--- src/design/pulse_pkg.sv ---
`default_nettype none

package pulse_pkg;

   // datapath widths
   localparam int time_w  = 32;   // frame counter and period
   localparam int short_w = 16;   // widths, delays, blanking offsets
   localparam int att_w   = 7;    // attenuator word
   localparam int count_w = 8;    // refocusing pulse count

   // fixed timing constants, all in clk cycles
   localparam int att_step    = 6;    // extra attenuation on excitation and tail
   localparam int tail_len    = 20;   // tail region before frame end
   localparam int phase_lead  = 20;   // phase switches this early before first pi pulse
   localparam int window_trim = 5;    // echo window closes this early

   // sequence mode, decoded from the refocusing count
   typedef enum logic [1:0] {
      mode_cw,     // count 0, switches held open
      mode_hahn,   // count 1, single echo
      mode_cpmg    // count above 1, echo train
   } seq_mode_e;

   // pulse train position inside a frame
   typedef enum logic [1:0] {
      st_excite,   // before the first refocusing pulse
      st_free,     // after a pulse end, echo window and gap
      st_refocus,  // current pulse pending or on
      st_done      // train finished, wait for frame end
   } train_state_e;

endpackage

`default_nettype wire

--- src/design/gate_drive.sv ---
`timescale 1ns/1ns
`default_nettype none

module gate_drive (
   input  logic                              clk,
   input  logic                              rst_n,
   input  pulse_pkg::seq_mode_e              mode,
   input  logic [pulse_pkg::time_w-1:0]      counter,
   input  logic [pulse_pkg::time_w-1:0]      period,
   input  logic                              in_excite,
   input  logic                              in_refocus,
   input  logic                              in_window,
   input  logic                              train_active,
   input  logic [pulse_pkg::time_w-1:0]      first_ref_start,
   input  logic [pulse_pkg::time_w-1:0]      sdown,
   input  logic [pulse_pkg::time_w-1:0]      nut_start,
   input  logic [pulse_pkg::time_w-1:0]      nut_stop,
   input  logic [pulse_pkg::att_w-1:0]       pr_att,
   input  logic                              bl,
   input  logic [2:0]                        phsub,
   output logic                              sync_on,
   output logic                              pulse1_on,
   output logic                              pulse2_on,
   output logic [pulse_pkg::att_w-1:0]       pre_att,
   output logic                              pre_block,
   output logic                              phase90,
   output logic                              phase180,
   output logic                              inhib
);

   import pulse_pkg::*;

   logic             nut_on;   // auxiliary nutation pulse region
   logic             tail;     // last tail_len cycles of the frame
   logic             mid;      // phase-shifted region around the train
   logic             ph_en;
   logic [att_w-1:0] att_hi;

   assign nut_on = (counter >= nut_start) && (counter < nut_stop);
   assign tail   = (counter + time_w'(tail_len) >= period);
   // written without subtraction so short settings cannot wrap
   assign mid    = (counter + time_w'(phase_lead) >= first_ref_start) && !tail;
   assign ph_en  = (phsub != 3'd0);
   assign att_hi = pr_att + att_w'(att_step);

   always_ff @(posedge clk) begin
      if (!rst_n) begin
         sync_on   <= 1'b0;
         pulse1_on <= 1'b0;
         pulse2_on <= 1'b0;
         pre_att   <= '0;
         pre_block <= 1'b0;
         phase90   <= 1'b0;
         phase180  <= 1'b0;
         inhib     <= 1'b0;
      end else if (mode == mode_cw) begin
         // CW, both switches follow bl and the receiver stays open
         pulse1_on <= !bl;
         pulse2_on <= bl;
         inhib     <= 1'b0;
         pre_block <= 1'b1;
         pre_att   <= pr_att;
         sync_on   <= (counter >= sdown);   // scope trigger
         phase90   <= phsub[1];
         phase180  <= phsub[2];
      end else begin
         pulse1_on <= in_excite || in_refocus;
         pulse2_on <= nut_on;
         inhib     <= bl && !in_window;     // open only for the echo
         pre_block <= pulse1_on || pulse2_on;   // one cycle behind the switches
         sync_on   <= train_active;
         pre_att   <= (in_excite || tail) ? att_hi : pr_att;
         if (ph_en) begin
            phase90  <= mid;
            phase180 <= mid ? phsub[2] : (phsub[2] ^ phsub[1]);
         end else begin
            phase90  <= 1'b0;
            phase180 <= 1'b0;
         end
      end
   end

   // with blanking on, the receiver never opens while the transmitter is on
   a_tx_rx : assert property (@(posedge clk) disable iff (!rst_n)
                              (mode != mode_cw && bl) |=> !(pulse1_on && !inhib));

endmodule

`default_nettype wire

--- src/design/pulse_seq_top.sv ---
`timescale 1ns/1ns
`default_nettype none

module pulse_seq_top (
   input  logic                              clk,
   input  logic                              rst_n,
   input  logic [pulse_pkg::time_w-1:0]      per,
   input  logic [pulse_pkg::short_w-1:0]     p1wid,
   input  logic [pulse_pkg::short_w-1:0]     del,
   input  logic [pulse_pkg::short_w-1:0]     p2wid,
   input  logic [pulse_pkg::short_w-1:0]     nut_w,
   input  logic [pulse_pkg::short_w-1:0]     nut_d,
   input  logic [pulse_pkg::att_w-1:0]       pr_att,
   input  logic [pulse_pkg::count_w-1:0]     cp,
   input  logic [pulse_pkg::short_w-1:0]     p_bl,
   input  logic                              bl,
   input  logic [2:0]                        phsub,
   output logic                              sync_on,
   output logic                              pulse1_on,
   output logic                              pulse2_on,
   output logic [pulse_pkg::att_w-1:0]       pre_att,
   output logic                              pre_block,
   output logic                              phase90,
   output logic                              phase180,
   output logic                              inhib
);

   import pulse_pkg::*;

   seq_mode_e          mode;
   logic [time_w-1:0]  period;
   logic [short_w-1:0] sh_p1wid;
   logic [short_w-1:0] sh_del;
   logic [short_w-1:0] sh_p2wid;
   logic [att_w-1:0]   sh_pr_att;
   logic [count_w-1:0] sh_cp;
   logic [short_w-1:0] sh_p_bl;
   logic               sh_bl;
   logic [2:0]         sh_phsub;
   logic [time_w-1:0]  sdown;
   logic [time_w-1:0]  nut_start;
   logic [time_w-1:0]  nut_stop;
   logic [time_w-1:0]  counter;
   logic               frame_end;
   logic               in_excite;
   logic               in_refocus;
   logic               in_window;
   logic               train_active;
   logic [time_w-1:0]  first_ref_start;

   // decode, settings shadowed per frame
   seq_config seq_config_inst (
      .clk       (clk),
      .rst_n     (rst_n),
      .frame_end (frame_end),
      .per       (per),
      .p1wid     (p1wid),
      .del       (del),
      .p2wid     (p2wid),
      .nut_w     (nut_w),
      .nut_d     (nut_d),
      .pr_att    (pr_att),
      .cp        (cp),
      .p_bl      (p_bl),
      .bl        (bl),
      .phsub     (phsub),
      .mode      (mode),
      .period    (period),
      .sh_p1wid  (sh_p1wid),
      .sh_del    (sh_del),
      .sh_p2wid  (sh_p2wid),
      .sh_pr_att (sh_pr_att),
      .sh_cp     (sh_cp),
      .sh_p_bl   (sh_p_bl),
      .sh_bl     (sh_bl),
      .sh_phsub  (sh_phsub),
      .sdown     (sdown),
      .nut_start (nut_start),
      .nut_stop  (nut_stop)
   );

   // execute, frame counter and pi pulse train
   train_engine train_engine_inst (
      .clk             (clk),
      .rst_n           (rst_n),
      .mode            (mode),
      .period          (period),
      .p1wid           (sh_p1wid),
      .del             (sh_del),
      .p2wid           (sh_p2wid),
      .p_bl            (sh_p_bl),
      .cp              (sh_cp),
      .counter         (counter),
      .frame_end       (frame_end),
      .in_excite       (in_excite),
      .in_refocus      (in_refocus),
      .in_window       (in_window),
      .train_active    (train_active),
      .first_ref_start (first_ref_start)
   );

   // result, registered switch and phase outputs
   gate_drive gate_drive_inst (
      .clk             (clk),
      .rst_n           (rst_n),
      .mode            (mode),
      .counter         (counter),
      .period          (period),
      .in_excite       (in_excite),
      .in_refocus      (in_refocus),
      .in_window       (in_window),
      .train_active    (train_active),
      .first_ref_start (first_ref_start),
      .sdown           (sdown),
      .nut_start       (nut_start),
      .nut_stop        (nut_stop),
      .pr_att          (sh_pr_att),
      .bl              (sh_bl),
      .phsub           (sh_phsub),
      .sync_on         (sync_on),
      .pulse1_on       (pulse1_on),
      .pulse2_on       (pulse2_on),
      .pre_att         (pre_att),
      .pre_block       (pre_block),
      .phase90         (phase90),
      .phase180        (phase180),
      .inhib           (inhib)
   );

endmodule

`default_nettype wire

--- src/design/seq_config.sv ---
`timescale 1ns/1ns
`default_nettype none

module seq_config (
   input  logic                              clk,
   input  logic                              rst_n,
   input  logic                              frame_end,   // counter at shadow period
   input  logic [pulse_pkg::time_w-1:0]      per,
   input  logic [pulse_pkg::short_w-1:0]     p1wid,
   input  logic [pulse_pkg::short_w-1:0]     del,
   input  logic [pulse_pkg::short_w-1:0]     p2wid,
   input  logic [pulse_pkg::short_w-1:0]     nut_w,
   input  logic [pulse_pkg::short_w-1:0]     nut_d,
   input  logic [pulse_pkg::att_w-1:0]       pr_att,
   input  logic [pulse_pkg::count_w-1:0]     cp,
   input  logic [pulse_pkg::short_w-1:0]     p_bl,
   input  logic                              bl,
   input  logic [2:0]                        phsub,
   output pulse_pkg::seq_mode_e              mode,
   output logic [pulse_pkg::time_w-1:0]      period,
   output logic [pulse_pkg::short_w-1:0]     sh_p1wid,
   output logic [pulse_pkg::short_w-1:0]     sh_del,
   output logic [pulse_pkg::short_w-1:0]     sh_p2wid,
   output logic [pulse_pkg::att_w-1:0]       sh_pr_att,
   output logic [pulse_pkg::count_w-1:0]     sh_cp,
   output logic [pulse_pkg::short_w-1:0]     sh_p_bl,
   output logic                              sh_bl,
   output logic [2:0]                        sh_phsub,
   output logic [pulse_pkg::time_w-1:0]      sdown,       // end of first pi pulse
   output logic [pulse_pkg::time_w-1:0]      nut_start,
   output logic [pulse_pkg::time_w-1:0]      nut_stop
);

   import pulse_pkg::*;

   // shadow copies hold for a whole frame
   // reset keeps reloading so the first frame starts with live settings
   always_ff @(posedge clk) begin
      if (!rst_n || frame_end) begin
         period    <= per;
         sh_p1wid  <= p1wid;
         sh_del    <= del;
         sh_p2wid  <= p2wid;
         sh_pr_att <= pr_att;
         sh_cp     <= cp;
         sh_p_bl   <= p_bl;
         sh_bl     <= bl;
         sh_phsub  <= phsub;

         // markers straight from the inputs, same edge as the shadows
         sdown     <= time_w'(p1wid) + time_w'(del) + time_w'(p2wid);
         nut_start <= per - time_w'(nut_d) - time_w'(nut_w);  // zero width gives no pulse
         nut_stop  <= per - time_w'(nut_d);

         case (cp)
            count_w'(0): mode <= mode_cw;
            count_w'(1): mode <= mode_hahn;   // one pi pulse
            default:     mode <= mode_cpmg;
         endcase
      end
   end

endmodule

`default_nettype wire

--- src/design/train_engine.sv ---
`timescale 1ns/1ns
`default_nettype none

module train_engine (
   input  logic                              clk,
   input  logic                              rst_n,
   input  pulse_pkg::seq_mode_e              mode,
   input  logic [pulse_pkg::time_w-1:0]      period,
   input  logic [pulse_pkg::short_w-1:0]     p1wid,
   input  logic [pulse_pkg::short_w-1:0]     del,
   input  logic [pulse_pkg::short_w-1:0]     p2wid,
   input  logic [pulse_pkg::short_w-1:0]     p_bl,
   input  logic [pulse_pkg::count_w-1:0]     cp,
   output logic [pulse_pkg::time_w-1:0]      counter,
   output logic                              frame_end,
   output logic                              in_excite,
   output logic                              in_refocus,
   output logic                              in_window,
   output logic                              train_active,
   output logic [pulse_pkg::time_w-1:0]      first_ref_start
);

   import pulse_pkg::*;

   train_state_e       state;
   logic [count_w-1:0] idx;          // current pi pulse, 0 before the first
   logic [time_w-1:0]  mk_start;     // current pi pulse start
   logic [time_w-1:0]  mk_end;       // current pi pulse end
   logic [time_w-1:0]  win_open;     // echo window opens here
   logic [time_w-1:0]  win_close;    // next pulse start, window shuts window_trim before it
   logic [time_w-1:0]  gap;          // two del between pulse end and next start
   logic [time_w-1:0]  first_end;
   logic               pulsed;
   logic               load_first;
   logic               advance;
   logic               load_next;

   assign pulsed          = (mode != mode_cw);
   assign gap             = time_w'(del) + time_w'(del);
   assign first_ref_start = time_w'(p1wid) + time_w'(del);
   assign first_end       = first_ref_start + time_w'(p2wid);

   assign frame_end = (counter == period);

   // look one cycle ahead so new markers are in place when the counter gets there
   assign load_first = (state == st_excite) && pulsed && (counter + 1 >= first_ref_start);
   assign advance    = (state == st_refocus || state == st_free) && (counter + 1 >= win_close);
   assign load_next  = advance && (idx < cp);

   assign in_excite  = (counter < time_w'(p1wid));
   assign in_refocus = pulsed && (state == st_refocus) && (p2wid != '0) &&
                       (counter >= mk_start) && (counter < mk_end);   // p2wid 0 emits nothing
   assign in_window  = pulsed && (state == st_refocus || state == st_free) &&
                       (counter >= win_open) &&
                       (counter + time_w'(window_trim) < win_close);    // empty if open >= close
   // high until the last pi pulse ends
   assign train_active = pulsed && (state != st_done) && (idx < cp || counter < mk_end);

   // frame counter and train FSM
   always_ff @(posedge clk) begin
      if (!rst_n || frame_end) begin
         counter <= '0;          // wrap from period to zero
         state   <= st_excite;
         idx     <= '0;
      end else begin
         counter <= counter + time_w'(1);
         case (state)
            st_excite: begin
               if (!pulsed) begin
                  state <= st_done;   // CW, nothing to track
               end else if (load_first) begin
                  state <= st_refocus;
                  idx   <= count_w'(1);
               end
            end
            st_refocus, st_free: begin
               if (advance) begin
                  if (load_next) begin
                     state <= st_refocus;
                     idx   <= idx + count_w'(1);
                  end else begin
                     state <= st_done;   // last echo over
                  end
               end else if (counter + 1 >= mk_end) begin
                  state <= st_free;
               end
            end
            default: state <= st_done;
         endcase
      end
   end

   // pulse and window markers, like cdelay/cpulse stepping by 2*del + p2wid
   always_ff @(posedge clk) begin
      if (load_first) begin
         mk_start  <= first_ref_start;
         mk_end    <= first_end;
         win_open  <= first_end + time_w'(p_bl);
         win_close <= first_end + gap;
      end else if (load_next) begin
         mk_start  <= win_close;
         mk_end    <= win_close + time_w'(p2wid);
         win_open  <= win_close + time_w'(p2wid) + time_w'(p_bl);
         win_close <= win_close + time_w'(p2wid) + gap;
      end
   end

   a_idx_max : assert property (@(posedge clk) disable iff (!rst_n) idx <= cp);
   a_cnt_max : assert property (@(posedge clk) disable iff (!rst_n) counter <= period);
   // window always sits between pulses
   a_win_ref : assert property (@(posedge clk) disable iff (!rst_n)
                                !(in_window && in_refocus));

endmodule

`default_nettype wire

--- config.mk ---
export PLATFORM = sky130hd
export DESIGN_NAME = pulse_seq_top
export DESIGN_NICKNAME = d
export VERILOG_FILES = /design/src/design/pulse_pkg.sv /design/src/design/gate_drive.sv /design/src/design/pulse_seq_top.sv /design/src/design/seq_config.sv /design/src/design/train_engine.sv
export SDC_FILE = /design/constraint.sdc
export NUM_CORES = 1
export LEC_CHECK = 0
export ABC_AREA = 1
export BUFFER_PORTS_ARGS = -buffer_cell sky130_fd_sc_hd__buf_2
export CORE_MARGIN = 5
export CORE_UTILIZATION = 60
export DETAILED_ROUTE_END_ITERATION = 12
export PLACE_DENSITY = 0.83
export SKIP_CTS_REPAIR_TIMING = 1
export SLEW_MARGIN = 20
export SYNTH_ARGS = -nofsm -noshare
export SYNTH_HDL_FRONTEND = slang
export SYNTH_SLANG_ARGS = --single-unit
export TNS_END_PERCENT = 1
--- constraint.sdc ---
create_clock -name clk -period 19.1 [get_ports clk]
set_input_delay 3.82 -clock clk [delete_from_list [all_inputs] [get_ports clk]]
set_output_delay 3.82 -clock clk [all_outputs]
set_load 0.05 [all_outputs]
==> results_dict.tcl, run 1 <==
set metrics [dict create \
    status "finished, final reports clean" \
    synth_edf_count 326 \
    startpoint_type "primary input" \
    cp.depth 16 \
    yosysTopAreaCell "edfxtp_1" \
    fill_cells 4804 \
    ant_nets 0 \
    clock_sinks 382 \
    cp.arrival_ps 7740 \
    hold_viol_final 0 \
    route.detailed.drc 0 \
    powerDensity_nw_per_um2 75.81 \
    core_area_um2 56500 \
    required_ps 19460 \
    area_growth_pct 9.320 \
    cp_max_fo 6 \
    cp-startpoint "per[2]" \
    synthFlopType "edfxtp_1" \
    final.min_clock_period_ps 7374 \
    yosysUniqueCellTypes 46 \
    cts_buffers 46 \
    p_total_mw 2.840 \
    fp.dieArea_um2 62010 \
    reg2reg_depth 21 \
    worstHoldStart "seq_config_inst.sh_pr_att[0]" \
    grt_pass1_vias 29690 \
    path_cells "buf_2, ha_1, a21oi_1, nand2_1, a21oi_1, o21ai_0, xor2_1, ha_1, a21oi_1, o221ai_1, a21oi_1, nand3_1, nor2_1, nand3_1, nand2_1, inv_1" \
    worstMarginPinSlew_ps 1028 \
    dieWidth_um 249.0 \
    rsz0062_at_grt "false" \
    critPathKind "in2reg" \
    drv_slew 0 \
    drive_above_1_share_pct 5.928 \
    cts_tree "done" \
    grt-ovfl-total 0 \
    wl_per_cell_um 19.37 \
    fmax_mhz 135.6 \
    ys_ff_latch 382 \
    hold_path_class "reg2reg" \
    antenna_found_initial 1 \
    synthCells 4454 \
    fin_worst_skew_ps 31.41 \
    setup_viol 0 \
    vias 31370 \
    clock_path_buffers 3 \
    path_buf_inv 2 \
    htree_num_levels 2 \
    slowest_stage "ha_1" \
    period_share_pct 38.61 \
    synth_top_area_share_pct 28.56 \
    setup-tns-final_ps 0 \
    grt_pass1_wl_mm 161.2 \
    yosys_warnings 0 \
    worstHoldPathCells 2 \
    dp_hpwl_mm 84.42 \
    grt_usage_pct 32.39 \
    yosys-top-cells-area "edfxtp_1, ha_1, nand2_1" \
    die_h_um 249.0 \
    fin_nets 5345 \
    drv_cap 0 \
    place.gp.congestion 1.021 \
    row_count 87 \
    synth_nets 5161 \
    initial_utilization_pct 60.67 \
    yosysSeqAreaShare_pct 31.83 \
    crit_top_cell "a21oi_1" \
    grt_max_degree 91 \
    portBuffers 162 \
    synthArstFlopShare_pct 0 \
    first_pass_iters 9 \
    vias_per_cell 5.776 \
    cts-root-buf "clkbuf_16" \
    finalWirelength_mm 105.2 \
    cp_top_family "compound AO/OA/AOI/OAI gates" \
    regToRegStartpoint "seq_config_inst.sh_del[2]" \
    ios 163 \
    synth.avg_cell_area_um2 7.695 \
    worst_ir_drop_vdd_v 0.00007849 \
    endpoint_kind "register" \
    crit_path_max_incr_delay_ps 390 \
    clkSlewWorstSetupHoldPaths_ps 60 \
    drtIter0Drc 3098 \
    insertion_delay_ps 610 \
    p_leak_nw 19.01 \
    netlist_area_um2 34280 \
    slew_headroom_pct 30.83 \
]
-- cell usage in the layout, fill, tap and decap left out, types with 8 or more instances in the layout --
cell	count
nor2_1	388
o31ai_1	8
dfxtp_1	56
clkbuf_1	12
a21oi_1	372
o21ai_1	12
nor4_1	30
a211oi_1	11
buf_2	162
a21boi_0	9
edfxtp_1	326
nand2_1	1054
o21ai_0	208
o211ai_1	21
xnor2_1	44
nor3_1	50
a21o_1	13
inv_1	692
clkbuf_16	47
buf_4	15
o21a_1	14
nor2_2	20
xor2_1	193
ha_1	547
fa_1	11
nand3_1	187
a31oi_1	16
nand4_1	77
-- flip-flops by register name (all words and copies together) (netlist names), 16 cells and up --
signal	count
seq_config_inst.nut_start	32
seq_config_inst.nut_stop	32
seq_config_inst.period	32
train_engine_inst.counter	32
train_engine_inst.mk_end	32
train_engine_inst.mk_start	32
train_engine_inst.win_open	32
train_engine_inst.win_close	31
seq_config_inst.sdown	18
seq_config_inst.sh_del	16
seq_config_inst.sh_p1wid	16
seq_config_inst.sh_p2wid	16
seq_config_inst.sh_p_bl	16
-- power by group --
part           internal [mW]  switching [mW]
registers              0.978          0.0310
logic                  0.324           0.586
clock network          0.540           0.381
-- worst paths after layout --
check,slack (ps),endpoint
setup / recovery,11730,seq_config_inst.nut_start[26]
hold / removal,430,gate_drive_inst.pre_att[0]
setup reg to reg,12740,train_engine_inst.win_open[3]
hold reg to reg,430,gate_drive_inst.pre_att[0]
-- tightest hold or removal path, cell delays in order (launching register included) --
cell and delay, ps:
edfxtp_1 320, nand2_1 50, inv_1 40
-- area by class of cell --
type | instances | area (um^2) | area share, %
Tap cell | 756 | 945.9 | 2.524
Timing Repair Buffer | 177 | 923.4 | 2.464
Sequential cell | 382 | 10910 | 29.12
Inverter | 695 | 2609 | 6.962
Clock inverter | 22 | 274.0 | 0.7313
Antenna cell | 1 | 2.502 | 0.006678
Clock buffer | 61 | 1249 | 3.333
Multi-Input combinational cell | 3336 | 20560 | 54.86
-- metal layers --
layer | share of wire (%) | global-route usage, % | vias to the layer above
met5 | 0 | 0 | -
met4 | 4.1 | 12.03 | 0
met3 | 11 | 8.091 | 295
met2 | 44 | 52.05 | 1478
met1 | 41 | 42.62 | 14300
li1 | - | - | 15300
-- per-stage QoR --
stage	cells	instance area (um^2)	util, %	setup WS [ps]	hold slack (ps)
2_1_floorplan	4454	34280	-	8949	406.5
3_3_place_gp	5346	35940	63.62	11540	411.6
3_5_place_dp	5346	35940	63.62	11410	424.2
4_1_cts	5429	37470	66.32	11910	440.4
5_1_grt	5429	37470	66.32	11490	487.7
6_report	5430	37470	66.32	11730	433.8
-- kinds of logic (layout without fill, tap and decap cells) --
family / count (synthesis) / after routing / synth area share [%]
flops: 382 / 382 / 31.83
compound gates: 704 / 704 / 11.08
xor+xnor: 237 / 237 / 6.056
simple gates: 1837 / 1837 / 22.17
buf+inv: 736 / 955 / 8.254
other cells: 0 / 1 / 0
fa+ha+maj: 558 / 558 / 20.61
-- synthesized netlist by cell type (all sizes together), types with 50 or more instances --
cell,number
nor3,50
edfxtp,326
ha,547
nand4,77
nor2,409
nand3,187
dfxtp,56
nand2,1062
xor2,193
inv,694
a21oi,372
o21ai,220
No activity file was read; power rests on OpenSTA's default activity.
==> run 2: changes to the inputs <==
--- a/config.mk
+++ b/config.mk
@@ -8,9 +8,9 @@
 export ABC_AREA = 1
 export BUFFER_PORTS_ARGS = -buffer_cell sky130_fd_sc_hd__buf_2
 export CORE_MARGIN = 5
-export CORE_UTILIZATION = 60
+export CORE_UTILIZATION = 58
 export DETAILED_ROUTE_END_ITERATION = 12
-export PLACE_DENSITY = 0.83
+export PLACE_DENSITY = 0.84
 export SKIP_CTS_REPAIR_TIMING = 1
 export SLEW_MARGIN = 20
 export SYNTH_ARGS = -nofsm -noshare
==> constraint.sdc (replaced) <==
create_clock -name clk -period 6.75 [get_ports clk]
set_input_delay 1.35 -clock clk [delete_from_list [all_inputs] [get_ports clk]]
set_output_delay 1.35 -clock clk [all_outputs]
set_load 0.05 [all_outputs]
==> run 2 against run 1 <==
- combinational power grew to 2.8 times the previous value
- worst hold slack improved by 13 ps
- worst setup slack worse by 11000 ps
- count of clock-buffer cells in the layout shrank 3
- flip-flop and latch count stayed put
- register-to-register slack got worse by 12000 ps
- first-iteration DRC count increased by 17%
- power rose to 2.8 times the previous value
- critical path depth increased by 6
- sequential share of layout area down 0.072 points
- sequential power rose to 2.8 times the previous value
- largest power group unchanged
- highest routed layer unchanged
- via count is 1.6% higher
==> results_dict.tcl, run 2 (same netlist as run 1, synthesis figures left out) <==
set metrics [dict create \
    area_growth_pct 9.590 \
    worstHoldStart "seq_config_inst.sh_pr_att[0]" \
    htree_num_levels 2 \
    mostFrequentLayoutCell "nand2_1" \
    status "finished, final reports clean" \
    cts_buffers 46 \
    fin_nets 5346 \
    drv_cap 0 \
    fin_area_um2 37560 \
    grt_use_met1_pct 41.43 \
    grt-ovfl-total 0 \
    vias_per_cell 5.849 \
    grt_max_degree 123 \
    slew_headroom_pct 34.18 \
    clock_sinks 382 \
    core_area_um2 58800 \
    holdPathEnd "gate_drive_inst.pre_att[0]" \
    worstHoldPathCells 2 \
    fill_cells 4981 \
    place_area_um2 36010 \
    p_leak_nw 19.04 \
    dp_hpwl_mm 83.13 \
    fmax_mhz 176.7 \
    clock_path_buffers 3 \
    mostFrequentLayoutCells "nand2_1, inv_1, ha_1, nor2_1, a21oi_1" \
    drtIter0Drc 3632 \
    ios 163 \
    critPathKind "reg2reg" \
    hold_viol_final 0 \
    period_share_pct 83.84 \
    drv_slew 0 \
    worst_ir_drop_vdd_v 0.0002130 \
    finalWirelength_mm 103.9 \
    startpoint_type "register" \
    die_h_um 253.1 \
    rrSetupSlack_ps 1090 \
    dp_cells 5364 \
    required_ps 7200 \
    ant_nets 0 \
    fin_worst_skew_ps 25.94 \
    insertion_delay_ps 610 \
    cp_max_fo 6 \
    initial_utilization_pct 58.30 \
    setup-tns-final_ps 0 \
    route.detailed.drc 0 \
    row_count 89 \
    powerDensity_nw_per_um2 212.6 \
    grt_pass1_vias 29860 \
    grt_util_met3_pct 6.645 \
    cts_tree "done" \
    vias 31870 \
    clkSlewWorstSetupHoldPaths_ps 70 \
    wl_per_cell_um 19.07 \
    hold_path_class "reg2reg" \
    fin_cells 5449 \
    grt_usage_pct 31.36 \
    drive_above_1_share_pct 6.159 \
    reg2reg_depth 22 \
    rsz0062_at_grt "false" \
    met2_usage_pct 49.70 \
    fp.dieArea_um2 64060 \
    worstMarginPinSlew_ps 979.8 \
    regToRegStartpoint "seq_config_inst.sh_del[1]" \
    grt_pass1_wl_mm 159.1 \
    worstReg2RegEnd "train_engine_inst.win_close[15]" \
    setup_viol 0 \
    portBuffers 162 \
    p_total_mw 7.986 \
    dieWidth_um 253.1 \
    antenna_found_initial 0 \
    first_pass_iters 7 \
    multi_input_area_um2 20560 \
    whs_ps 447.2 \
    endpoint_kind "register" \
    cts-root-buf "clkbuf_16" \
    insertedDiodeCount 0 \
    place.gp.congestion 1.066 \
    final.min_clock_period_ps 5659 \
    regArea_um2 10910 \
    cp.arrival_ps 6110 \
    busiest_layer "met2" \
]
run 2: changes by cell type in the layout (fill, tap and decap cells not counted), sizes merged:
cell / previous run / this run
clkinv: 14 / 15
diode: 1 / 0
buf: 177 / 178
bufinv: 6 / 3
clkinvlp: 2 / 6
clkbuf: 61 / 58
inv: 695 / 698
run 2: layout make-up:
class                           instances  area share, %
Timing Repair Buffer                  178          2.578
Tap cell                              773          2.575
Multi-Input combinational cell       3336          54.74
Sequential cell                       382          29.05
Clock buffer                           58          3.434
Inverter                              695          6.945
Clock inverter                         27         0.6795
run 2: where the power goes:
part / internal, mW / switching [mW] / leakage [nW]
clock: 1.48 / 1.09 / 0.745
combinational: 0.921 / 1.64 / 14.8
sequential: 2.77 / 0.0862 / 3.54
run 2: through the flow:
step | worst slack [ps] | utilization [%]
2_1_floorplan | 288.4 | -
3_3_place_gp | 1431 | 61.25
3_5_place_dp | 1280 | 61.25
4_1_cts | 1225 | 63.87
5_1_grt | 572.4 | 63.89
6_report | 1091 | 63.89
run 2: worst max-delay path, stage by stage (launching register included):
cell and delay [ps]:
edfxtp_1 530, inv_1 110, fa_1 480, o21ai_1 330, a21oi_1 120, o21bai_1 190, xor2_1 390, inv_1 90
ha_1 370, nand4_1 110, o21ai_0 580, nand3_1 140, nand2_1 110, xor2_1 340, ha_1 360, a21oi_1 190
nor2_1 60, a211oi_1 230, nand3_1 180, a31oi_1 210, xor2_1 170, nor2_1 50, a31oi_1 150
run 2: per-layer routing:
metal,part of all wire (%),vias up
met5,0,-
met4,5.4,0
met1,40,14560
met2,44,1645
li1,-,15330
met3,11,337
run 2: worst max-delay path by stage:
stage          depth (start not counted)                 startpoint  slack, ps                               to
4_1_cts                               22  seq_config_inst.sh_del[1]       1220  train_engine_inst.win_close[15]
3_5_place_dp                          22  seq_config_inst.sh_del[1]       1280  train_engine_inst.win_close[15]
5_1_grt                               25  seq_config_inst.sh_del[1]        570   train_engine_inst.win_open[16]
6_report                              22  seq_config_inst.sh_del[1]       1090  train_engine_inst.win_close[15]
3_3_place_gp                          28  seq_config_inst.sh_del[1]       1430  train_engine_inst.win_close[17]
2_1_floorplan                         24  seq_config_inst.sh_del[1]        290      train_engine_inst.mk_end[0]
